File: src/hw/mem_bridge_pkg.sv
`default_nettype none

package mem_bridge_pkg;

    // --------------------
    // Widths
    // --------------------

    // Byte address, one word wide
    localparam int unsigned ADDR_W = 32;

    // Core side is 32-bit, the shared bus is 64-bit
    localparam int unsigned CORE_DATA_W = 32;
    localparam int unsigned BUS_DATA_W  = 64;

    // One strobe bit per byte lane
    localparam int unsigned CORE_STRB_W = CORE_DATA_W / 8;
    localparam int unsigned BUS_STRB_W  = BUS_DATA_W / 8;

    // Requesters on the arbiter, port 0 is data and port 1 is instruction
    localparam int unsigned NUM_PORTS = 2;

    // --------------------
    // Bus encodings
    // --------------------

    typedef enum logic [0:0] {
        BUS_READ  = 1'b0,
        BUS_WRITE = 1'b1
    } bus_op_e;

    // Size is log2 of the byte count
    typedef enum logic [1:0] {
        BUS_SIZE_WORD  = 2'd2,
        BUS_SIZE_DWORD = 2'd3
    } bus_size_e;

endpackage

`default_nettype wire

File: src/hw/bus_arbiter.sv
`default_nettype none
`timescale 1ns/100ps

module bus_arbiter
    import mem_bridge_pkg::*;
#(
    parameter int unsigned RESP_DEPTH = 2
) (
    input  wire logic                                   clk_i,
    input  wire logic                                   rst_ni,

    // Port-side requests indexed by port number
    input  wire logic [NUM_PORTS-1:0]                   req_valid_i,
    output logic [NUM_PORTS-1:0]                        req_ready_o,
    input  wire logic [NUM_PORTS-1:0][ADDR_W-1:0]       req_addr_i,
    input  wire bus_op_e   [NUM_PORTS-1:0]              req_op_i,
    input  wire bus_size_e [NUM_PORTS-1:0]              req_size_i,
    input  wire logic [NUM_PORTS-1:0][BUS_DATA_W-1:0]   req_wdata_i,
    input  wire logic [NUM_PORTS-1:0][BUS_STRB_W-1:0]   req_strb_i,

    // Port-side responses
    output logic [NUM_PORTS-1:0]                        rsp_valid_o,
    input  wire logic [NUM_PORTS-1:0]                   rsp_ready_i,
    output logic [NUM_PORTS-1:0][BUS_DATA_W-1:0]        rsp_rdata_o,
    output logic [NUM_PORTS-1:0]                        rsp_err_o,

    // Shared bus
    output logic                                        bus_q_valid_o,
    input  wire logic                                   bus_q_ready_i,
    output logic [ADDR_W-1:0]                           bus_q_addr_o,
    output bus_op_e                                     bus_q_op_o,
    output bus_size_e                                   bus_q_size_o,
    output logic [BUS_DATA_W-1:0]                       bus_q_wdata_o,
    output logic [BUS_STRB_W-1:0]                       bus_q_strb_o,
    input  wire logic                                   bus_p_valid_i,
    output logic                                        bus_p_ready_o,
    input  wire logic [BUS_DATA_W-1:0]                  bus_p_rdata_i,
    input  wire logic                                   bus_p_err_i
);

    localparam int unsigned IDX_W = (NUM_PORTS > 1) ? $clog2(NUM_PORTS) : 1;
    localparam int unsigned PTR_W = (RESP_DEPTH > 1) ? $clog2(RESP_DEPTH) : 1;
    localparam int unsigned CNT_W = $clog2(RESP_DEPTH + 1);

    logic [IDX_W-1:0] last_q;
    logic             lock_q;
    logic [IDX_W-1:0] rr_pick;
    logic [IDX_W-1:0] sel;
    logic             push;
    logic             pop;

    logic [IDX_W-1:0] idx_fifo_q [RESP_DEPTH];
    logic [PTR_W-1:0] wr_ptr_q;
    logic [PTR_W-1:0] rd_ptr_q;
    logic [CNT_W-1:0] count_q;
    logic             q_full;
    logic             q_empty;
    logic [IDX_W-1:0] q_head;

    function automatic logic [PTR_W-1:0] ptr_inc(input logic [PTR_W-1:0] ptr);
        if (32'(ptr) == RESP_DEPTH - 1) begin
            return '0;
        end
        return ptr + 1'b1;
    endfunction

    // --------------------
    // Request arbitration
    // --------------------

    // Search starts at the port after the last grant
    always_comb begin
        int unsigned cand;
        logic        found;
        rr_pick = last_q;
        found   = 1'b0;
        for (int unsigned i = 1; i <= NUM_PORTS; i++) begin
            cand = (32'(last_q) + i) % NUM_PORTS;
            if (!found && req_valid_i[cand]) begin
                rr_pick = IDX_W'(cand);
                found   = 1'b1;
            end
        end
    end

    // A stalled grant stays put until the bus takes it
    assign sel = lock_q ? last_q : rr_pick;

    always_ff @(posedge clk_i or negedge rst_ni) begin
        if (!rst_ni) begin
            lock_q <= 1'b0;
            last_q <= IDX_W'(NUM_PORTS - 1);
        end else begin
            lock_q <= bus_q_valid_o & ~bus_q_ready_i;
            if (bus_q_valid_o) begin
                last_q <= sel;
            end
        end
    end

    // Held back while there is no room to remember who gets the response
    assign bus_q_valid_o = req_valid_i[sel] & ~q_full;
    assign bus_q_addr_o  = req_addr_i[sel];
    assign bus_q_op_o    = req_op_i[sel];
    assign bus_q_size_o  = req_size_i[sel];
    assign bus_q_wdata_o = req_wdata_i[sel];
    assign bus_q_strb_o  = req_strb_i[sel];

    // --------------------
    // Response index queue
    // --------------------

    assign push    = bus_q_valid_o & bus_q_ready_i;
    assign pop     = bus_p_valid_i & bus_p_ready_o;
    assign q_full  = (count_q == CNT_W'(RESP_DEPTH));
    assign q_empty = (count_q == '0);
    assign q_head  = idx_fifo_q[rd_ptr_q];

    always_ff @(posedge clk_i or negedge rst_ni) begin
        if (!rst_ni) begin
            wr_ptr_q <= '0;
            rd_ptr_q <= '0;
            count_q  <= '0;
        end else begin
            if (push) begin
                wr_ptr_q <= ptr_inc(wr_ptr_q);
            end
            if (pop) begin
                rd_ptr_q <= ptr_inc(rd_ptr_q);
            end
            if (push && !pop) begin
                count_q <= count_q + CNT_W'(1);
            end else if (pop && !push) begin
                count_q <= count_q - CNT_W'(1);
            end
        end
    end

    always_ff @(posedge clk_i) begin
        if (push) begin
            idx_fifo_q[wr_ptr_q] <= sel;
        end
    end

    // Oldest outstanding port owns the response channel
    assign bus_p_ready_o = ~q_empty & rsp_ready_i[q_head];

    for (genvar g = 0; g < NUM_PORTS; g++) begin : g_port
        assign req_ready_o[g] = (sel == IDX_W'(g)) & bus_q_ready_i & ~q_full;
        assign rsp_valid_o[g] = bus_p_valid_i & ~q_empty & (q_head == IDX_W'(g));
        assign rsp_rdata_o[g] = bus_p_rdata_i;
        assign rsp_err_o[g]   = bus_p_err_i;
    end

endmodule

`default_nettype wire

File: src/hw/data_access_adapter.sv
`default_nettype none
`timescale 1ns/100ps

module data_access_adapter
    import mem_bridge_pkg::*;
(
    input  wire logic                   clk_i,
    input  wire logic                   rst_ni,

    // Core-side load/store port
    input  wire logic                   data_req_i,
    input  wire logic                   data_we_i,
    input  wire logic [ADDR_W-1:0]      data_addr_i,
    input  wire logic [CORE_DATA_W-1:0] data_wdata_i,
    input  wire logic [CORE_STRB_W-1:0] data_strb_i,
    output logic                        data_ack_o,
    output logic [CORE_DATA_W-1:0]      data_rdata_o,
    output logic                        data_err_o,

    // Bus request channel
    output logic                        q_valid_o,
    input  wire logic                   q_ready_i,
    output logic [ADDR_W-1:0]           q_addr_o,
    output bus_op_e                     q_op_o,
    output bus_size_e                   q_size_o,
    output logic [BUS_DATA_W-1:0]       q_wdata_o,
    output logic [BUS_STRB_W-1:0]       q_strb_o,

    // Bus response channel
    input  wire logic                   p_valid_i,
    output logic                        p_ready_o,
    input  wire logic [BUS_DATA_W-1:0]  p_rdata_i,
    input  wire logic                   p_err_i
);

    logic pending_q;
    logic upper_lane;

    // Busy from request acceptance until the response comes back
    always_ff @(posedge clk_i or negedge rst_ni) begin
        if (!rst_ni) begin
            pending_q <= 1'b0;
        end else if (q_valid_o && q_ready_i) begin
            pending_q <= 1'b1;
        end else if (p_valid_i && p_ready_o) begin
            pending_q <= 1'b0;
        end
    end

    assign upper_lane = data_addr_i[2];

    // --------------------
    // Request
    // --------------------

    // Straight from req, no extra cycle
    assign q_valid_o = data_req_i & ~pending_q;
    assign q_addr_o  = {data_addr_i[ADDR_W-1:2], 2'b00};
    assign q_op_o    = data_we_i ? BUS_WRITE : BUS_READ;
    assign q_size_o  = BUS_SIZE_WORD;

    // Place the word in the lane that address bit 2 selects
    assign q_wdata_o = upper_lane ? {data_wdata_i, {CORE_DATA_W{1'b0}}}
                                  : {{CORE_DATA_W{1'b0}}, data_wdata_i};
    assign q_strb_o  = upper_lane ? {data_strb_i, {CORE_STRB_W{1'b0}}}
                                  : {{CORE_STRB_W{1'b0}}, data_strb_i};

    // --------------------
    // Response
    // --------------------

    assign p_ready_o    = data_req_i;
    assign data_ack_o   = p_valid_i & p_ready_o;
    assign data_rdata_o = upper_lane ? p_rdata_i[BUS_DATA_W-1:CORE_DATA_W]
                                     : p_rdata_i[CORE_DATA_W-1:0];
    assign data_err_o   = p_err_i;

endmodule

`default_nettype wire

File: src/hw/inst_fetch_adapter.sv
`default_nettype none
`timescale 1ns/100ps

module inst_fetch_adapter
    import mem_bridge_pkg::*;
(
    input  wire logic                   clk_i,
    input  wire logic                   rst_ni,

    // Core-side fetch port
    input  wire logic                   inst_req_i,
    input  wire logic [ADDR_W-1:0]      inst_addr_i,
    output logic                        inst_ack_o,
    output logic [CORE_DATA_W-1:0]      inst_rdata_o,

    // Bus request channel
    output logic                        q_valid_o,
    input  wire logic                   q_ready_i,
    output logic [ADDR_W-1:0]           q_addr_o,
    output bus_op_e                     q_op_o,
    output bus_size_e                   q_size_o,

    // Bus response channel
    input  wire logic                   p_valid_i,
    output logic                        p_ready_o,
    input  wire logic [BUS_DATA_W-1:0]  p_rdata_i
);

    logic              q_hs;
    logic              p_hs;
    logic              pending_q;
    logic              q_valid_q;
    logic [ADDR_W-1:0] addr_q;
    logic              high_q;

    assign q_hs = q_valid_o & q_ready_i;
    assign p_hs = p_valid_i & p_ready_o;

    // Only one fetch in flight, set on acceptance and cleared by the response
    always_ff @(posedge clk_i or negedge rst_ni) begin
        if (!rst_ni) begin
            pending_q <= 1'b0;
        end else if (q_hs) begin
            pending_q <= 1'b1;
        end else if (p_hs) begin
            pending_q <= 1'b0;
        end
    end

    // Request goes out one cycle after req is seen with nothing pending
    always_ff @(posedge clk_i or negedge rst_ni) begin
        if (!rst_ni) begin
            q_valid_q <= 1'b0;
        end else if (q_hs || pending_q) begin
            q_valid_q <= 1'b0;
        end else if (inst_req_i) begin
            q_valid_q <= 1'b1;
        end
    end

    // Capture once per fetch so the payload holds while valid is up
    always_ff @(posedge clk_i) begin
        if (inst_req_i && !q_valid_q && !pending_q) begin
            addr_q <= {inst_addr_i[ADDR_W-1:3], 3'b000};
            high_q <= inst_addr_i[2];
        end
    end

    // --------------------
    // Bus side
    // --------------------

    // Always a full aligned doubleword read
    assign q_valid_o = q_valid_q;
    assign q_addr_o  = addr_q;
    assign q_op_o    = BUS_READ;
    assign q_size_o  = BUS_SIZE_DWORD;
    assign p_ready_o = 1'b1;

    // Address bit 2 picks the half
    assign inst_ack_o   = p_hs;
    assign inst_rdata_o = high_q ? p_rdata_i[BUS_DATA_W-1:CORE_DATA_W]
                                 : p_rdata_i[CORE_DATA_W-1:0];

endmodule

`default_nettype wire

File: src/hw/mem_bridge_top.sv
`default_nettype none
`timescale 1ns/100ps

module mem_bridge_top
    import mem_bridge_pkg::*;
#(
    parameter int unsigned RESP_DEPTH = 2
) (
    input  wire logic                   clk_i,
    input  wire logic                   rst_ni,

    // Instruction fetch port
    input  wire logic                   inst_req_i,
    input  wire logic [ADDR_W-1:0]      inst_addr_i,
    output logic                        inst_ack_o,
    output logic [CORE_DATA_W-1:0]      inst_rdata_o,

    // Load/store port
    input  wire logic                   data_req_i,
    input  wire logic                   data_we_i,
    input  wire logic [ADDR_W-1:0]      data_addr_i,
    input  wire logic [CORE_DATA_W-1:0] data_wdata_i,
    input  wire logic [CORE_STRB_W-1:0] data_strb_i,
    output logic                        data_ack_o,
    output logic [CORE_DATA_W-1:0]      data_rdata_o,
    output logic                        data_err_o,

    // Master bus
    output logic                        bus_q_valid_o,
    input  wire logic                   bus_q_ready_i,
    output logic [ADDR_W-1:0]           bus_q_addr_o,
    output bus_op_e                     bus_q_op_o,
    output bus_size_e                   bus_q_size_o,
    output logic [BUS_DATA_W-1:0]       bus_q_wdata_o,
    output logic [BUS_STRB_W-1:0]       bus_q_strb_o,
    input  wire logic                   bus_p_valid_i,
    output logic                        bus_p_ready_o,
    input  wire logic [BUS_DATA_W-1:0]  bus_p_rdata_i,
    input  wire logic                   bus_p_err_i
);

    localparam int unsigned DATA_PORT = 0;
    localparam int unsigned INST_PORT = 1;

    logic [NUM_PORTS-1:0]                 arb_req_valid;
    logic [NUM_PORTS-1:0]                 arb_req_ready;
    logic [NUM_PORTS-1:0][ADDR_W-1:0]     arb_req_addr;
    bus_op_e   [NUM_PORTS-1:0]            arb_req_op;
    bus_size_e [NUM_PORTS-1:0]            arb_req_size;
    logic [NUM_PORTS-1:0][BUS_DATA_W-1:0] arb_req_wdata;
    logic [NUM_PORTS-1:0][BUS_STRB_W-1:0] arb_req_strb;
    logic [NUM_PORTS-1:0]                 arb_rsp_valid;
    logic [NUM_PORTS-1:0]                 arb_rsp_ready;
    logic [NUM_PORTS-1:0][BUS_DATA_W-1:0] arb_rsp_rdata;
    logic [NUM_PORTS-1:0]                 arb_rsp_err;

    // Fetches never write
    assign arb_req_wdata[INST_PORT] = '0;
    assign arb_req_strb[INST_PORT]  = '0;

    // --------------------
    // Adapters
    // --------------------

    inst_fetch_adapter u_inst_fetch_adapter (
        .clk_i        (clk_i),
        .rst_ni       (rst_ni),
        .inst_req_i   (inst_req_i),
        .inst_addr_i  (inst_addr_i),
        .inst_ack_o   (inst_ack_o),
        .inst_rdata_o (inst_rdata_o),
        .q_valid_o    (arb_req_valid[INST_PORT]),
        .q_ready_i    (arb_req_ready[INST_PORT]),
        .q_addr_o     (arb_req_addr[INST_PORT]),
        .q_op_o       (arb_req_op[INST_PORT]),
        .q_size_o     (arb_req_size[INST_PORT]),
        .p_valid_i    (arb_rsp_valid[INST_PORT]),
        .p_ready_o    (arb_rsp_ready[INST_PORT]),
        .p_rdata_i    (arb_rsp_rdata[INST_PORT])
    );

    data_access_adapter u_data_access_adapter (
        .clk_i        (clk_i),
        .rst_ni       (rst_ni),
        .data_req_i   (data_req_i),
        .data_we_i    (data_we_i),
        .data_addr_i  (data_addr_i),
        .data_wdata_i (data_wdata_i),
        .data_strb_i  (data_strb_i),
        .data_ack_o   (data_ack_o),
        .data_rdata_o (data_rdata_o),
        .data_err_o   (data_err_o),
        .q_valid_o    (arb_req_valid[DATA_PORT]),
        .q_ready_i    (arb_req_ready[DATA_PORT]),
        .q_addr_o     (arb_req_addr[DATA_PORT]),
        .q_op_o       (arb_req_op[DATA_PORT]),
        .q_size_o     (arb_req_size[DATA_PORT]),
        .q_wdata_o    (arb_req_wdata[DATA_PORT]),
        .q_strb_o     (arb_req_strb[DATA_PORT]),
        .p_valid_i    (arb_rsp_valid[DATA_PORT]),
        .p_ready_o    (arb_rsp_ready[DATA_PORT]),
        .p_rdata_i    (arb_rsp_rdata[DATA_PORT]),
        .p_err_i      (arb_rsp_err[DATA_PORT])
    );

    // --------------------
    // Merge onto the bus
    // --------------------

    bus_arbiter #(
        .RESP_DEPTH (RESP_DEPTH)
    ) u_bus_arbiter (
        .clk_i         (clk_i),
        .rst_ni        (rst_ni),
        .req_valid_i   (arb_req_valid),
        .req_ready_o   (arb_req_ready),
        .req_addr_i    (arb_req_addr),
        .req_op_i      (arb_req_op),
        .req_size_i    (arb_req_size),
        .req_wdata_i   (arb_req_wdata),
        .req_strb_i    (arb_req_strb),
        .rsp_valid_o   (arb_rsp_valid),
        .rsp_ready_i   (arb_rsp_ready),
        .rsp_rdata_o   (arb_rsp_rdata),
        .rsp_err_o     (arb_rsp_err),
        .bus_q_valid_o (bus_q_valid_o),
        .bus_q_ready_i (bus_q_ready_i),
        .bus_q_addr_o  (bus_q_addr_o),
        .bus_q_op_o    (bus_q_op_o),
        .bus_q_size_o  (bus_q_size_o),
        .bus_q_wdata_o (bus_q_wdata_o),
        .bus_q_strb_o  (bus_q_strb_o),
        .bus_p_valid_i (bus_p_valid_i),
        .bus_p_ready_o (bus_p_ready_o),
        .bus_p_rdata_i (bus_p_rdata_i),
        .bus_p_err_i   (bus_p_err_i)
    );

endmodule

`default_nettype wire

File: config.mk
export PLATFORM = sky130hd
export DESIGN_NAME = mem_bridge_top
export DESIGN_NICKNAME = d
export VERILOG_FILES = /design/src/hw/mem_bridge_pkg.sv /design/src/hw/bus_arbiter.sv /design/src/hw/data_access_adapter.sv /design/src/hw/inst_fetch_adapter.sv /design/src/hw/mem_bridge_top.sv
export SDC_FILE = /design/constraint.sdc
export NUM_CORES = 1
export LEC_CHECK = 0
export ABC_AREA = 1
export BUFFER_PORTS_ARGS = -buffer_cell sky130_fd_sc_hd__buf_4
export CORE_AREA = 2 2 135 137
export CTS_BUF_LIST = sky130_fd_sc_hd__clkbuf_4 sky130_fd_sc_hd__clkbuf_8
export DETAILED_ROUTE_END_ITERATION = 10
export DIE_AREA = 0 0 137 139
export PLACE_DENSITY = 0.51
export SETUP_SLACK_MARGIN = 0.5
export SLEW_MARGIN = 20
export SYNTH_ARGS = -nofsm -noshare
export SYNTH_HDL_FRONTEND = slang
export SYNTH_SLANG_ARGS = --single-unit
File: constraint.sdc
create_clock -name clk_i -period 2.7 [get_ports clk_i]
set_input_delay 0.54 -clock clk_i [delete_from_list [all_inputs] [get_ports clk_i]]
set_output_delay 0.54 -clock clk_i [all_outputs]
set_load 0.05 [all_outputs]
# Yosys cells after proc, flatten, opt, wreduce, memory -nomap -nowiden
# Memories as Yosys holds them, arrays and structs flattened.
# Index checks and enable logic that the tools add are counted.
dict set report classes {
  mux 45
  addsub 6
  n_eq_ne 1
  n_reduce_logical 18
  magnitude_cmp 4
  bitwise_logic 21
}
# op count
set ops {}
lappend ops {{64-bit 2-to-1 mux} 3}
lappend ops {{32-bit 2-to-1 mux} 4}
lappend ops {{1-bit 2-to-1 mux} 32}
lappend ops {{8-bit 2-to-1 mux} 3}
lappend ops {{1-bit bitwise AND} 15}
lappend ops {{1-bit by 2-bit < comparator with 1-bit output (second input constant)} 4}
lappend ops {{2-bit nonzero test} 4}
lappend ops {{1-bit logical AND} 7}
lappend ops {{2-bit 2-to-1 mux} 3}
lappend ops {{1-bit inverter} 6}
lappend ops {{1-bit logical NOT} 5}
lappend ops {{1-bit adder (second input constant)} 4}
lappend ops {{2-bit by 1-bit adder with 2-bit output (second input constant)} 1}
lappend ops {{2-bit == test (second input constant)} 1}
lappend ops {{2-bit logical NOT} 1}
lappend ops {{2-bit by 1-bit subtractor with 2-bit output (second input constant)} 1}
lappend ops {{1-bit logical OR} 1}
dict set report word_totals {
  out_inout_bits 176
  mem_bits_rw 2
  memories 1
  ff_bits 39
  wordCells 106
}
# memory depth width read_ports rd_ports_with_merged_regs wr line_no
set mem_list {}
lappend mem_list {u_bus_arbiter.idx_fifo_q 2 1 1 0 1 bus_arbiter.sv:52} ;# logic [IDX_W-1:0] idx_fifo_q [RESP_DEPTH];

# Logic depth before layout (Yosys ltp)
# Gate-level depths: netlist (run 1).
dict set report logic_depth {
  word_depth 17
  mapped_depth 10
  mapped_depth_nobuf 10
}

# Modules after synthesis
# Synthesis (run 1) repeated with hierarchy kept, for this count alone.
dict set report hier_totals {
  hier_cells 995
  hier_area_um2 5849.4
}
# mod area_per_inst_um2 cells_each seq_area_each_um2 instances
set modules_own_cells {}
lappend modules_own_cells {bus_arbiter 2787.7 539 211.5 1}
lappend modules_own_cells {inst_fetch_adapter 1662.8 152 950.9 1}
lappend modules_own_cells {data_access_adapter 1395.1 303 25.0 1}
lappend modules_own_cells {mem_bridge_top 3.8 1 0.0 1}

# Least setup slack after synthesis (run 1)
# No wires, ideal clock.
dict set report synth_timing {
  path_kind {in2out}
  startpoint {in data_addr_i[2]}
  endpoint {out data_rdata_o[23]}
  t_arrival_ps 2001
  path_stages 3
  t_required_ps 2160
  path_slack_ps 159
  cell_sequence {clkbuf_1 > clkbuf_1 > o21ai_0}
}
dict set report synth_between {
  elab_chain_cells 1
}
# element line_no
set synth_rtl {}
lappend synth_rtl {{start, declared} mem_bridge_top.sv:21} ;# input wire logic [ADDR_W-1:0] data_addr_i,
lappend synth_rtl {{32-bit 2-to-1 mux} data_access_adapter.sv:74} ;# assign data_rdata_o = upper_lane ? p_rdata_i[BUS_DATA_W-1:CORE_DATA_W]
lappend synth_rtl {{end, declared} mem_bridge_top.sv:25} ;# output logic [CORE_DATA_W-1:0] data_rdata_o,
# Every way passes these cells.

# Worst setup path after layout (run 1)
dict set report layout_timing {
  startpoint {reg u_bus_arbiter.last_q}
  endpoint {out bus_q_wdata_o[54]}
}
dict set report layout_between {
  elab_chain_cells 10
  elab_cells_between_ends 14
  classes_between {2 x add/sub; 10 x mux; 2 x reduce/logical}
}
# element line_no
set layout_rtl {}
lappend layout_rtl {{start, declared} bus_arbiter.sv:45} ;# logic [IDX_W-1:0] last_q;
lappend layout_rtl {{start signal, assigned} bus_arbiter.sv:92} ;# last_q <= IDX_W'(NUM_PORTS - 1);
lappend layout_rtl {{start signal, assigned} bus_arbiter.sv:96} ;# last_q <= sel;
lappend layout_rtl {{1-bit adder} bus_arbiter.sv:78} ;# cand = (32'(last_q) + i) % NUM_PORTS;
lappend layout_rtl {{1-bit 2-to-1 mux (implied by the code) (2 in a row)} bus_arbiter.sv:79} ;# if (!found && req_valid_i[cand]) begin
lappend layout_rtl {{1-bit 2-to-1 mux} bus_arbiter.sv:79}
lappend layout_rtl {{1-bit logical NOT} bus_arbiter.sv:79}
lappend layout_rtl {{1-bit logical AND} bus_arbiter.sv:79}
lappend layout_rtl {{1-bit 2-to-1 mux} bus_arbiter.sv:79}
lappend layout_rtl {{1-bit 2-to-1 mux *} bus_arbiter.sv:87} ;# assign sel = lock_q ? last_q : rr_pick;
lappend layout_rtl {{64-bit 2-to-1 mux (implied by the code) * (2 in a row)} bus_arbiter.sv:106} ;# assign bus_q_wdata_o = req_wdata_i[sel];
lappend layout_rtl {{end, declared} mem_bridge_top.sv:34} ;# output logic [BUS_DATA_W-1:0] bus_q_wdata_o,
# Every way passes the cells marked *; elsewhere a longest branch is shown, timed or not. The select of a mux whose other input is x is not followed.

==> results of run 1 <==
cells in the final DEF (no fill, tap or decap), types with 2 or more instances in the layout:
cell type  netlist  routed
buf_12           0       9
buf_16           0       9
buf_4            5     251
buf_6            4      71
buf_8            0      26
clkbuf_4         0       3
clkbuf_8         0       5
conb_1           2       3
dfrtp_1          8       8
edfxtp_1        32      32
inv_1           84      81
inv_2            2       3
nand2_1        168     143
nand2_2          1      24
nand2_4          1       2
nand3_1          4       4
nor2_1          52       8
nor2_2          21      27
nor2_4          11      49
o21ai_0         70      22
o21ai_1          0      48
xor2_1           2       2
cells by family after synthesis:
family                   count (synthesis)
AND/OR/NAND/NOR                        261
buffers and inverters                  118
AO/OA/AOI/OAI                           71
flip-flops                              41
XOR/XNOR                                 3
other                                    2
adder cells (fa/ha/maj)                  1
metal layers:
layer	track usage	routed length, um	vias up
met5	0	0	-
met4	0.0374	227	0
met3	0.0402	1410	16
met2	0.266	7610	203
met1	0.174	5640	1817
li1	-	-	2174
flip-flops by register name (all words and copies together), names as in the netlist:
register and cells:
u_bus_arbiter.last_q 1, u_bus_arbiter.count_q 2, u_inst_fetch_adapter.q_addr_o 29, u_bus_arbiter.lock_q 1
u_bus_arbiter.idx_fifo_q 2, u_inst_fetch_adapter.pending_q 1, u_bus_arbiter.wr_ptr_q 1, u_data_access_adapter.pending_q 1
u_bus_arbiter.rd_ptr_q 1, u_inst_fetch_adapter.q_valid_o 1, u_inst_fetch_adapter.high_q 1
stage by stage:
stage          setup slack [ns]  instances  hold WS (ns)   util
2_1_floorplan             0.159        498         0.244      -
3_3_place_gp              0.236       1042         0.374  0.353
3_5_place_dp              0.241       1042         0.376  0.353
4_1_cts                   0.200       1067        0.0431  0.409
5_1_grt                   0.157       1069        0.0405  0.415
6_report                  0.250       1069        0.0549  0.415
what timing repair did:
action                     4_1_cts  5_1_grt
setup buffers                    9        2
resized for setup              159       27
setup endpoints to repair      106      125
pin swaps                       15        5
hold endpoints to repair         0        0
gates cloned                     8        0
area by class of cell:
type,instances,area (um2),area share
clock buffers,8,91.3,0.0125
inverters,86,338,0.0461
multi-input cells,339,1930,0.263
flip-flops and latches,41,1190,0.162
well taps,229,287,0.0391
repair buffers,366,3500,0.478
power breakdown:
part	internal (uW)	switching [uW]	total, uW
Sequential	887	78.0	965
Clock	214	212	426
Combinational	2620	4520	7130
Total	3720	4810	8530
worst paths after layout:
path | startpoint | endpoint | slack, ns | cells after the start
min in group clk_i | bus_q_ready_i | u_bus_arbiter.lock_q$_DFF_PN0_ | 0.40 | 2
hold reg to reg | u_inst_fetch_adapter.pending_q$_DFFE_PN0P_ | u_inst_fetch_adapter.q_valid_o$_DFFE_PN0P_ | 0.50 | 3
hold / removal | rst_ni | u_bus_arbiter.count_q[0]$_DFFE_PN0P_ | 0.05 | 1
setup reg to reg | u_bus_arbiter.last_q$_DFFE_PN1N_ | u_bus_arbiter.count_q[1]$_DFFE_PN0P_ | 0.53 | 11
max in group asynchronous | rst_ni | u_bus_arbiter.last_q$_DFFE_PN1N_ | 2.43 | 1
setup / recovery | u_bus_arbiter.last_q$_DFFE_PN1N_ | bus_q_wdata_o[54] | 0.25 | 10
worst register-to-register path, delay by kind of cell, from the launching register on:
| kind | cells | cell delay (ns) |
|---|---|---|
| adder cells (fa/ha/maj) | 1 | 0.32 |
| buffers and inverters | 3 | 0.31 |
| flip-flops | 1 | 0.54 |
| AO/OA/AOI/OAI | 2 | 0.24 |
| XOR/XNOR | 1 | 0.15 |
| AND/OR/NAND/NOR | 4 | 0.49 |
==> results.md, run 1 <==
STA:
- After routing, the total negative slack on setup checks comes to 0 ns.
- The routed design could run at a clock period as short as 2.45 ns.
- Dividing the final minimum period by the clock period gives 0.908.
- Timing would allow up to 408 MHz.
- The number of slew-limit violations in the final report came to 0.
- The count of endpoints failing hold in the final timing report is 0.
- Setup repair after global routing could not meet its margin everywhere.
- The final worst clock skew is 0.00228 ns.
- The final setup violation count is 0.

CTS:
- The total CTS buffers is 5.
- Clock tree synthesis selected as its root buffer the cell clkbuf_8.
- The insertion delay of the later-clocked pin in the worst-skew pair is 0.30 ns.
- The H-tree depth reported by CTS is 2.
- CTS saw 41 sinks.
- TritonCTS built the clock tree.
- The buffer depth of the longest clock path is 2.
- After clock tree synthesis, the clock-pin slew on the worst setup and hold paths is 0.08 ns.
- After clock tree synthesis, the flow added hold-fix buffers numbering 0.

Setup path:
- The endpoint arrival time on the critical path is 1.91 ns.
- STA classifies the critical path endpoint as an output pin.
- The gate family responsible for the most delay along the worst path is buffers and inverters.
- Traced cell by cell, the critical path runs through inv_2 > nor2_2 > nand2_2 > nand2_4 > buf_12 > nand2_8 > buf_12 > buf_16 > nor2_4 > buf_8.
- The type of the worst setup path is flip-flop to output pin.
- For this run, the slowest stage of the critical path takes 0.54 ns.
- The sum of buffers and inverters on the critical path is 5.
- The maximum fanout along the worst path is 6.
- The worst setup path is launched from a flip-flop.
- The slowest stage of the critical path belongs to the cell dfstp_2.
- Data on the critical path is required at its endpoint by 2.16 ns.
- The most frequent cell on the critical path is buf_12.

Logic synthesis:
- By area the synthesized netlist is led by edfxtp_1 (30%), nand2_1 (20%), o21ai_0 (11%).
- The proportion of synthesized flip-flops having asynchronous set or reset is 0.220.
- The number of synthesized flops with an enable pin is 32.
- The yosys synthesis warning count is 0.
- Summed over all instances, the cell type with the most area after synthesis is edfxtp_1.
- By area, the combinational part of the netlist is dominated by simple AND/OR/NAND/NOR gates.
- Of the total synthesized cell area, the portion taken by AND, OR, NAND and NOR gates is 0.352.
- The compound-cell area share of the yosys netlist was 0.110.
- Of the total synthesized cell area, the portion taken by XOR and XNOR cells is 0.00814.
- The multiplexer fraction of the synthesized cell area is 0.
- The total standard cell area after synthesis is 3230 um2.
- Of the synthesized area, sequential elements account for 0.368.
- The predominant post-synthesis flop cell is edfxtp_1.
- By instance count, the leading cell after synthesis is nand2_1.
- The fraction of post-synthesis cell area in the top cell type by area is 0.298.
- After synthesis the netlist holds a flip-flop and latch count of 41.
- Counting instances in the post-synthesis netlist gives the leading cell types as nand2_1 (168), inv_1 (84), o21ai_0 (70).
- Yosys mapped the design onto 25 distinct sky130hd cell types.
- Each instance of the synthesized netlist takes up on average 6.49 um2.
- In the synthesized netlist, the number of instances is 497.
- The area share of fa/ha/maj cells after synthesis is 0.00388.

Floorplanning:
- During I/O placement, the number of pins put on the boundary was 348.
- The starting utilization of the core area is 0.183.
- After floorplanning, the core was sized to cover 17700 um2.
- Measured along the x axis, the die boundary spans 137 um.
- The vertical die dimension is 139 um.
- The floorplan has 49 rows.
- The die covers 19000 um2.

Final layout:
- The net count of the finished layout is 1012.
- Summing all non-filler instances in the final layout gives an area of 7330 um2.
- The area added between synthesis and finish is 127%.
- The repair_antennas step left the layout with diodes totalling 0.
- The fill cell instance count of the final layout is 1788.
- The ratio of cells with drive above 1 in the final layout is 0.577.

GRT:
- The first global-routing pass estimated 22.2 mm of wire.
- The number of global-route vias before repair came to 4108.
- Across every metal layer, demand over resource in global routing totals 0.149.
- Entering global routing, the biggest net connects 65 pins.
- The initial antenna violation count was 0.
- The global-route congestion overflow total is 0.

Drt:
- After detailed routing, the number of vias per cell comes to 3.94.
- The count of antenna-violating nets left after detailed routing is 0.
- The number of DRC violations after detailed routing is 0.
- In the final routed layout, each cell accounts on average for 13.9 um.
- Wires add up to 14.9 mm.
- The via count of the routed design is 4210.
- The initial detailed-routing violation count is 103.
- The pre-antenna-repair detailed-routing pass consisted of 4 iterations.

Flow run:
- The tool flagged a number of max-cap violations equal to 0.

Placed design:
- Once placement finished, the instance area stood at 6220 um2.
- The count of buffers added on input and output ports is 338.
- Once detailed placement completed, the half-perimeter wirelength came to 11.6 mm.
- Routability-driven placement finished with a final weighted congestion of 0.762.

Worst hold path:
- The tightest min-delay check is of the input port to async pin type.

Power:
- The power density over cell area is 1160 nW/um2.
- The design draws 8530 uW.
- VDD sags by at most 0.795 mV.
- The leakage power summed over all cells is 0.00374 uW.

Status:
- The flow ran to the end, and the final reports show no timing, DRC or antenna violations.
No activity file was read; power rests on OpenSTA's default activity.
==> run 2: changes to the inputs <==
--- a/config.mk
+++ b/config.mk
@@ -7,11 +7,13 @@
 export LEC_CHECK = 0
 export ABC_AREA = 1
 export BUFFER_PORTS_ARGS = -buffer_cell sky130_fd_sc_hd__buf_4
-export CORE_AREA = 2 2 135 137
+export CELL_PAD_IN_SITES_DETAIL_PLACEMENT = 1
+export CELL_PAD_IN_SITES_GLOBAL_PLACEMENT = 1
+export CORE_AREA = 2 2 136 138
 export CTS_BUF_LIST = sky130_fd_sc_hd__clkbuf_4 sky130_fd_sc_hd__clkbuf_8
 export DETAILED_ROUTE_END_ITERATION = 10
-export DIE_AREA = 0 0 137 139
-export PLACE_DENSITY = 0.51
+export DIE_AREA = 0 0 138 140
+export PLACE_DENSITY = 0.74
 export SETUP_SLACK_MARGIN = 0.5
 export SLEW_MARGIN = 20
 export SYNTH_ARGS = -nofsm -noshare
==> run 2 against run 1 <==
Clock skew up 0.0076 ns. Die area up 1.5%. Total power up 1.4%. Core utilization up 0.70 points. Routed wire length up 26%. Largest cell class unchanged.
==> results.md, run 2 (synthesized netlist as in run 1, its figures left out) <==
Status:
- The flow ran to the end, and the final reports show no timing, DRC or antenna violations.

Floorplanning:
- The number of rows created at floorplan is 49 (unchanged).
- The width of the chip came to 138 um (+0.73%).
- The area of the die came to 19300 um2 (+1.5%).
- The standard cell core area was 17800 um2 (+0.69%).
- The number of primary I/O pins is 348 (unchanged).
- The vertical die dimension came to 140 um (+0.72%).
- The starting utilization of the core area was 0.181 (-0.00126).

Final layout:
- The flip-flop count of the largest register after layout is 29 (unchanged).
- The number of antenna cells inserted is 0 (unchanged).
- The ratio of cells with drive above 1 in the final layout is 0.551 (-0.0259).
- The area added between synthesis and finish is 133%.
- The fill cell instance count of the final layout is 2115 (+18%).
- The final design area excluding fillers is 7510 um2 (+2.4%).
- The library cell used most frequently in the layout, excluding fill and tap cells, is buf_4.
- The post-layout net count is 1017 (+0.49%).
- In the layout the commonest cells are buf_4 (267), nand2_1 (166), inv_1 (82), nor2_4 (73), o21ai_1 (48).

Power:
- The maximum ir drop on the vdd rail is 0.718 mV (-9.7%).
- The sequential group share of total power was 0.112 (about the same).
- The part of the power in the clock network is 0.049 (about the same).
- The fraction of power spent switching nets is 0.574 (+0.0105).
- The total net switching power is 4970 uW (+3.3%).
- The relative contribution of combinational cells to total power is 0.840 (+0.003).
- The leakage power summed over all cells came to 0.00381 uW (+1.9%).
- The cell-internal power came to 3680 uW (-1.1%).
- The power density over cell area is 1150 nW/um2 (-0.98%).

CTS:
- The buffer depth of the longest clock path was 2 (unchanged).
- The H-tree depth reported by CTS is 2 (unchanged).
- The number of hold buffers added after cts is 0 (unchanged).
- TritonCTS built the clock tree.
- The total number of clock tree sinks came to 41 (unchanged).
- The cell at the root of the clock tree is clkbuf_8.
- The total CTS buffers is 5 (unchanged).
- The insertion delay of the later-clocked pin in the worst-skew pair is 0.30 ns (about the same).
- The register clock-pin slew on the reported worst setup and hold paths is 0.07 ns (about the same).

Worst hold path:
- In this run the worst hold path is classified as input port to async pin.

GRT:
- The initial antenna violation count is 0 (unchanged).
- The number of global-route vias before repair was 4793 (+17%).
- The overall global routing resource usage is 0.180 (+0.0306).
- The global-route wire length before repair came to 27.5 mm (+24%).
- The global-route congestion overflow total is 0 (unchanged).
- The largest net degree at the start of global routing was 65 (unchanged).

Drt:
- The vias per cell is 4.23 (+7.3%).
- The number of iterations in the first detailed-routing pass is 4 (unchanged).
- The routed length per placed instance is 17.4 um (+25%).
- The via count of the routed design is 4538 (+7.8%).
- The count of antenna-violating nets left after detailed routing is 0 (unchanged).
- The number of DRC violations after detailed routing was 0 (unchanged).
- The initial detailed-routing violation count is 104 (+0.97%).
- The total wire length was 18.7 mm (+26%).

STA:
- The minimum period implied by the final worst setup slack is 2.50 ns (+0.0544 ns).
- Setup repair after global routing could not meet its margin everywhere.
- The final worst clock skew is 0.00988 ns (+0.00761 ns).
- The sum of negative setup slack is 0 ns (unchanged).
- The count of endpoints failing hold in the final timing report is 0 (unchanged).
- The number of slew-limit violations in the final report was 0 (unchanged).
- The post-route fraction of the period consumed by the critical path is 0.928 (+0.0201).
- The fmax came to 399 MHz (-2.2%).
- The final setup violation count is 0 (unchanged).
- The smallest hold slack is 0.0574 ns (+0.00255 ns).

Setup path:
- STA classifies the critical path startpoint as a flip-flop.
- The path depth of the worst reg2reg path is 11 (unchanged).
- The setup slack of the most critical reg-to-reg path is 0.47 ns (-0.06 ns).
- The required arrival time at the worst endpoint was 2.16 ns (about the same).
- The beginning of the critical path is u_bus_arbiter.last_q$_DFFE_PN1N_.
- The type of the worst setup path is flip-flop to output pin.
- The capture point of the worst path is bus_q_wdata_o[2].
- The endpoint identified for the worst register-to-register timing path is u_bus_arbiter.count_q[1]$_DFFE_PN0P_.
- The maximum fanout along the worst path is 8 (+2).
- In this run the critical register-to-register path is launched from u_bus_arbiter.last_q$_DFFE_PN1N_.
- The endpoint kind of the worst setup timing path is an output pin.
- The endpoint arrival time on the critical path is 1.96 ns (+0.05 ns).

Placed design:
- The routability-driven placement congestion ratio is 0.769 (+1.0%).
- The post-placement cell area came to 6240 um2 (+0.20%).
- The number of buffer cells added on primary ports was 338 (unchanged).
- The final HPWL from detailed placement came to 12.9 mm (+11%).

Flow run:
- The count of max-cap constraint violations is 0 (unchanged).
==> run 2: per-layer routing <==
metal | part of all wire | up-vias | global-route usage
li1 | - | 2189 | -
met2 | 0.54 | 226 | 0.352
met5 | 0 | - | 0
met3 | 0.062 | 30 | 0.0410
met1 | 0.37 | 2093 | 0.194
met4 | 0.030 | 0 | 0.0440
==> run 2: worst min-delay path by stage <==
stage                     slack [ns]                                           to  cells past startpoint    from
after floorplan                 0.24         u_bus_arbiter.count_q[0]$_DFFE_PN0P_                      0  rst_ni
after detailed placement        0.37         u_bus_arbiter.count_q[1]$_DFFE_PN0P_                      1  rst_ni
after CTS                       0.04         u_bus_arbiter.count_q[1]$_DFFE_PN0P_                      1  rst_ni
after global placement          0.37         u_bus_arbiter.count_q[0]$_DFFE_PN0P_                      1  rst_ni
after global routing            0.04  u_data_access_adapter.pending_q$_DFFE_PN0P_                      1  rst_ni
final                           0.06         u_bus_arbiter.count_q[1]$_DFFE_PN0P_                      1  rst_ni
==> run 2: worst max-delay path, stage by stage, from the launching register on <==
cell and delay [ns]:
dfstp_2 0.54, inv_2 0.04, nor2_2 0.08, nand2_2 0.08, nand2_4 0.09, inv_4 0.04
or2_4 0.34, buf_16 0.20, nor2_4 0.10, buf_6 0.16
==> run 2: final cells by class <==
type,count,area (um2),share of cell area
clock buffers,7,83.8,0.0112
clock inverters,1,8.76,0.00117
inverters,86,338,0.0450
multi-input cells,339,1980,0.264
flip-flops and latches,41,1190,0.158
well taps,229,287,0.0382
repair buffers,371,3620,0.482
==> run 2: metrics by stage <==
stage | total power [uW] | instances | utilization | setup slack, ns
global placement | 6730 | 1042 | 0.351 | 0.263
detailed placement | 6790 | 1042 | 0.351 | 0.217
global route | 9050 | 1074 | 0.422 | 0.109
CTS | 8480 | 1071 | 0.412 | 0.190
finish | 8640 | 1074 | 0.422 | 0.195
floorplan | 5000 | 498 | - | 0.159
==> run 2: what timing repair did <==
item	in CTS	in global routing
gates resized for setup	140	32
buffers inserted	10	2
cloned	11	1
pin swaps	4	3
endpoints found under the setup margin	105	106
==> run 2: power by group through the flow <==
stage / logic [uW] / clock network (uW) / registers (uW)
floorplan: 4040 / 0 / 958
global placement: 5760 / 0 / 971
detailed placement: 5810 / 0 / 978
CTS: 7070 / 440 / 966
global route: 7610 / 456 / 989
finish: 7260 / 421 / 965
==> run 3: changes to the inputs <==
--- a/config.mk
+++ b/config.mk
@@ -9,13 +9,13 @@
 export BUFFER_PORTS_ARGS = -buffer_cell sky130_fd_sc_hd__buf_4
 export CELL_PAD_IN_SITES_DETAIL_PLACEMENT = 1
 export CELL_PAD_IN_SITES_GLOBAL_PLACEMENT = 1
-export CORE_AREA = 2 2 136 138
+export CORE_UTILIZATION = 29
 export CTS_BUF_LIST = sky130_fd_sc_hd__clkbuf_4 sky130_fd_sc_hd__clkbuf_8
 export DETAILED_ROUTE_END_ITERATION = 10
-export DIE_AREA = 0 0 138 140
-export PLACE_DENSITY = 0.74
+export PLACE_DENSITY = 0.87
 export SETUP_SLACK_MARGIN = 0.5
 export SLEW_MARGIN = 20
 export SYNTH_ARGS = -nofsm -noshare
 export SYNTH_HDL_FRONTEND = slang
+export SYNTH_HIERARCHICAL = 1
 export SYNTH_SLANG_ARGS = --single-unit
==> constraint.sdc (replaced) <==
create_clock -name clk_i -period 2.6 [get_ports clk_i]
set_input_delay 0.52 -clock clk_i [delete_from_list [all_inputs] [get_ports clk_i]]
set_output_delay 0.52 -clock clk_i [all_outputs]
set_load 0.05 [all_outputs]
==> run 3 against run 2 <==
Non-clock buffer count rose by 11. Setup slack improved by 0.040 ns. Clock skew rose by 0.0047 ns. Cell count rose by 41%. Count of clock-buffer cells in the layout fell by 2. Area after synthesis rose by 81%. Critical endpoint is now bus_q_addr_o[17].
==> results.md, run 3 <==
GRT:
- The overall global routing resource usage was 0.193 (+0.0130).
- The global-route wire length before repair is 31.1 mm (+13%).
- The number of global-route vias before repair is 6623 (+38%).
- The global-route congestion overflow total came to 0 (unchanged).
- The initial antenna violation count is 0 (unchanged).
- The largest net degree at the start of global routing came to 50 (-23%).

Placed design:
- The post-placement cell area is 7650 um2 (+23%).
- The final HPWL from detailed placement came to 15.8 mm (+23%).
- The number of buffer cells added on primary ports was 339 (+0.30%).
- The routability-driven placement congestion ratio came to 0.747 (-2.9%).
- The worst setup slack after placement is 0.145 ns (-0.0715 ns).

Setup path:
- The worst setup path is launched from a flip-flop.
- The endpoint kind of the worst setup timing path is an output pin.
- The maximum cell stage delay along the critical path was 0.42 ns (-0.12 ns).
- The endpoint arrival time on the critical path is 1.85 ns (-0.11 ns).
- The most frequent cell on the critical path is nand2_1.
- The required arrival time at the worst endpoint came to 2.08 ns (-0.08 ns).
- The type of the worst setup path is flip-flop to output pin.
- The critical path goes through nor2_4 > nand2_2 > nand2_4 > nand2_8 > clkinv_16 > clkbuf_16 > nand2_1 > nand2_1 > buf_6.
- Grouping stages by cell kind, the critical path spends the most delay in simple AND/OR/NAND/NOR gates.
- The maximum fanout along the worst path is 10 (+2).
- The sum of buffers and inverters on the critical path is 3 (-1).
- The largest individual stage delay along the critical path comes from the cell dfrtp_1.

CTS:
- The total CTS buffers is 5 (unchanged).
- The total number of clock tree sinks came to 41 (unchanged).
- The cell sitting at the root of the clock tree is a clkbuf_8.
- The register clock-pin slew on the reported worst setup and hold paths is 0.10 ns (+0.03 ns).
- The buffer depth of the longest clock path is 2 (unchanged).
- The H-tree depth reported by CTS is 2 (unchanged).
- The clock tree from TritonCTS is yes.
- The insertion delay of the later-clocked pin in the worst-skew pair is 0.32 ns (+0.02 ns).

Power:
- The power density over cell area was 1410 nW/um2 (+23%).
- The leakage power summed over all cells is 0.00538 uW (+41%).
- The maximum ir drop on the vdd rail is 1.04 mV (+45%).

STA:
- Setup repair after global routing could not meet its margin everywhere.
- The count of endpoints failing hold in the final timing report came to 0 (unchanged).
- The transition time at the pin with the least slew margin is 0.531 ns.
- The final worst clock skew is 0.0146 ns (+0.00474 ns).
- In the finished design, the share of the clock period the worst path needs comes to 0.910.
- After layout, the minimum clock period comes to 2.37 ns.
- The number of slew-limit violations in the final report is 0 (unchanged).
- The sum of negative setup slack came to 0 ns (unchanged).
- The normalized max-slew margin is 0.646.
- The final worst-path setup slack was 0.235 ns (+0.0396 ns).
- The final setup violation count is 0 (unchanged).
- The fmax is 423 MHz.

Logic synthesis:
- The synthesized area divided by synthesized cell count is 5.88 um2 (-9.5%).
- The total standard cell area after synthesis came to 5840 um2 (+81%).
- The yosys synthesis warning count came to 6 (+6).
- The post-synthesis cell count is 994 (+100%).

Final layout:
- The final design area excluding fillers is 9080 um2 (+21%).
- The post-layout net count is 1416 (+39%).
- The number of antenna cells inserted is 0 (unchanged).
- The top cell types in the final layout, fill and taps aside, are nand2_1 (350), buf_4 (255), inv_1 (155), conb_1 (83), nand2_2 (76).
- Relative to the synthesized area, the layout overhead comes to 55.5%.
- The utilization after layout was 0.464 (+0.0415).
- The leading cell type in the layout, fill and taps excluded is nand2_1.
- The ratio of cells with drive above 1 in the final layout was 0.420 (-0.132).
- The flip-flop count of the largest register after layout came to 29 (unchanged).

Drt:
- The routed length per placed instance was 15.7 um (-9.7%).
- The total wire length is 23.8 mm (+27%).
- The initial detailed-routing violation count is 200 (+92%).
- The count of antenna-violating nets left after detailed routing is 0 (unchanged).
- The via count of the routed design was 6427 (+42%).
- The number of iterations in the first detailed-routing pass is 4 (unchanged).
- The vias per cell is 4.26 (+0.80%).
- The number of DRC violations after detailed routing is 0 (unchanged).

Status:
- The run finished with clean final reports.

Floorplanning:
- The number of primary I/O pins is 348 (unchanged).
- The width of the chip came to 144 um (+4.3%).
- The number of rows created at floorplan is 51 (+4.1%).
- The area of the die is 20700 um2 (+7.2%).
- The vertical die dimension came to 144 um (+2.8%).
- The standard cell core area is 19600 um2 (+10%).
- The starting utilization of the core area is 0.298 (+0.117).

Flow run:
- The count of max-cap constraint violations is 0 (unchanged).

Worst hold path:
- In this run the worst hold path is classified as input port to async pin.
run 3: what timing repair did:
action,CTS,global route
buffers inserted,10,2
cloned,3,7
pin swaps,4,13
hold buffers,0,0
gates resized for setup,162,109
setup endpoints to repair,137,126
run 3: area by class of cell:
class	count	area (um2)
clock buffer	5	68.8
fill	2545	10500
sequential	41	1190
multi-input combinational	656	3070
tap	265	332
inverter	156	612
clock inverter	3	46.3
timing repair buffer	382	3750
timing repair inverter	1	16.3
run 3: metal layers:
| layer | global-route usage | routed length, um | vias to the layer above |
|---|---|---|---|
| li1 | - | - | 3149 |
| met1 | 0.170 | 7950 | 2975 |
| met2 | 0.402 | 13200 | 257 |
| met3 | 0.0553 | 1920 | 46 |
| met4 | 0.0661 | 682 | 0 |
| met5 | 0 | 0 | - |
run 3: final timing paths:
check                                                             from                                     endpoint  slack (ns)  cells past startpoint
max in group asynchronous                                       rst_ni             u_bus_arbiter/last_q$_DFFE_PN1N_        2.35                      1
hold reg to reg                     u_bus_arbiter/wr_ptr_q$_DFFE_PN0P_           u_bus_arbiter/wr_ptr_q$_DFFE_PN0P_        0.51                      2
setup / recovery           u_data_access_adapter/pending_q$_DFFE_PN0P_                             bus_q_addr_o[17]        0.23                      9
setup reg to reg                      u_bus_arbiter/last_q$_DFFE_PN1N_         u_bus_arbiter/count_q[1]$_DFFE_PN0P_        0.62                     11
hold / removal                                                  rst_ni  u_data_access_adapter/pending_q$_DFFE_PN0P_        0.02                      1
min in group clk_i                                     inst_addr_i[17]  u_inst_fetch_adapter/q_addr_o[17]$_DFFE_PP_        0.37                      1
run 3: per-stage QoR:
stage | total power [uW] | instances | hold slack [ns]
finish | 12800 | 1509 | 0.0177
global route | 13400 | 1509 | 0.0188
global placement | 9470 | 1479 | 0.355
CTS | 11700 | 1500 | 0.0203
floorplan | 7220 | 1072 | 0.224
detailed placement | 9590 | 1479 | 0.359
run 3: report_power, final:
part	leakage (uW)	switching (uW)	internal (uW)
Clock	0.0000543	275	288
Sequential	0.000403	111	916
Combinational	0.00493	7180	4060
Total	0.00538	7570	5270
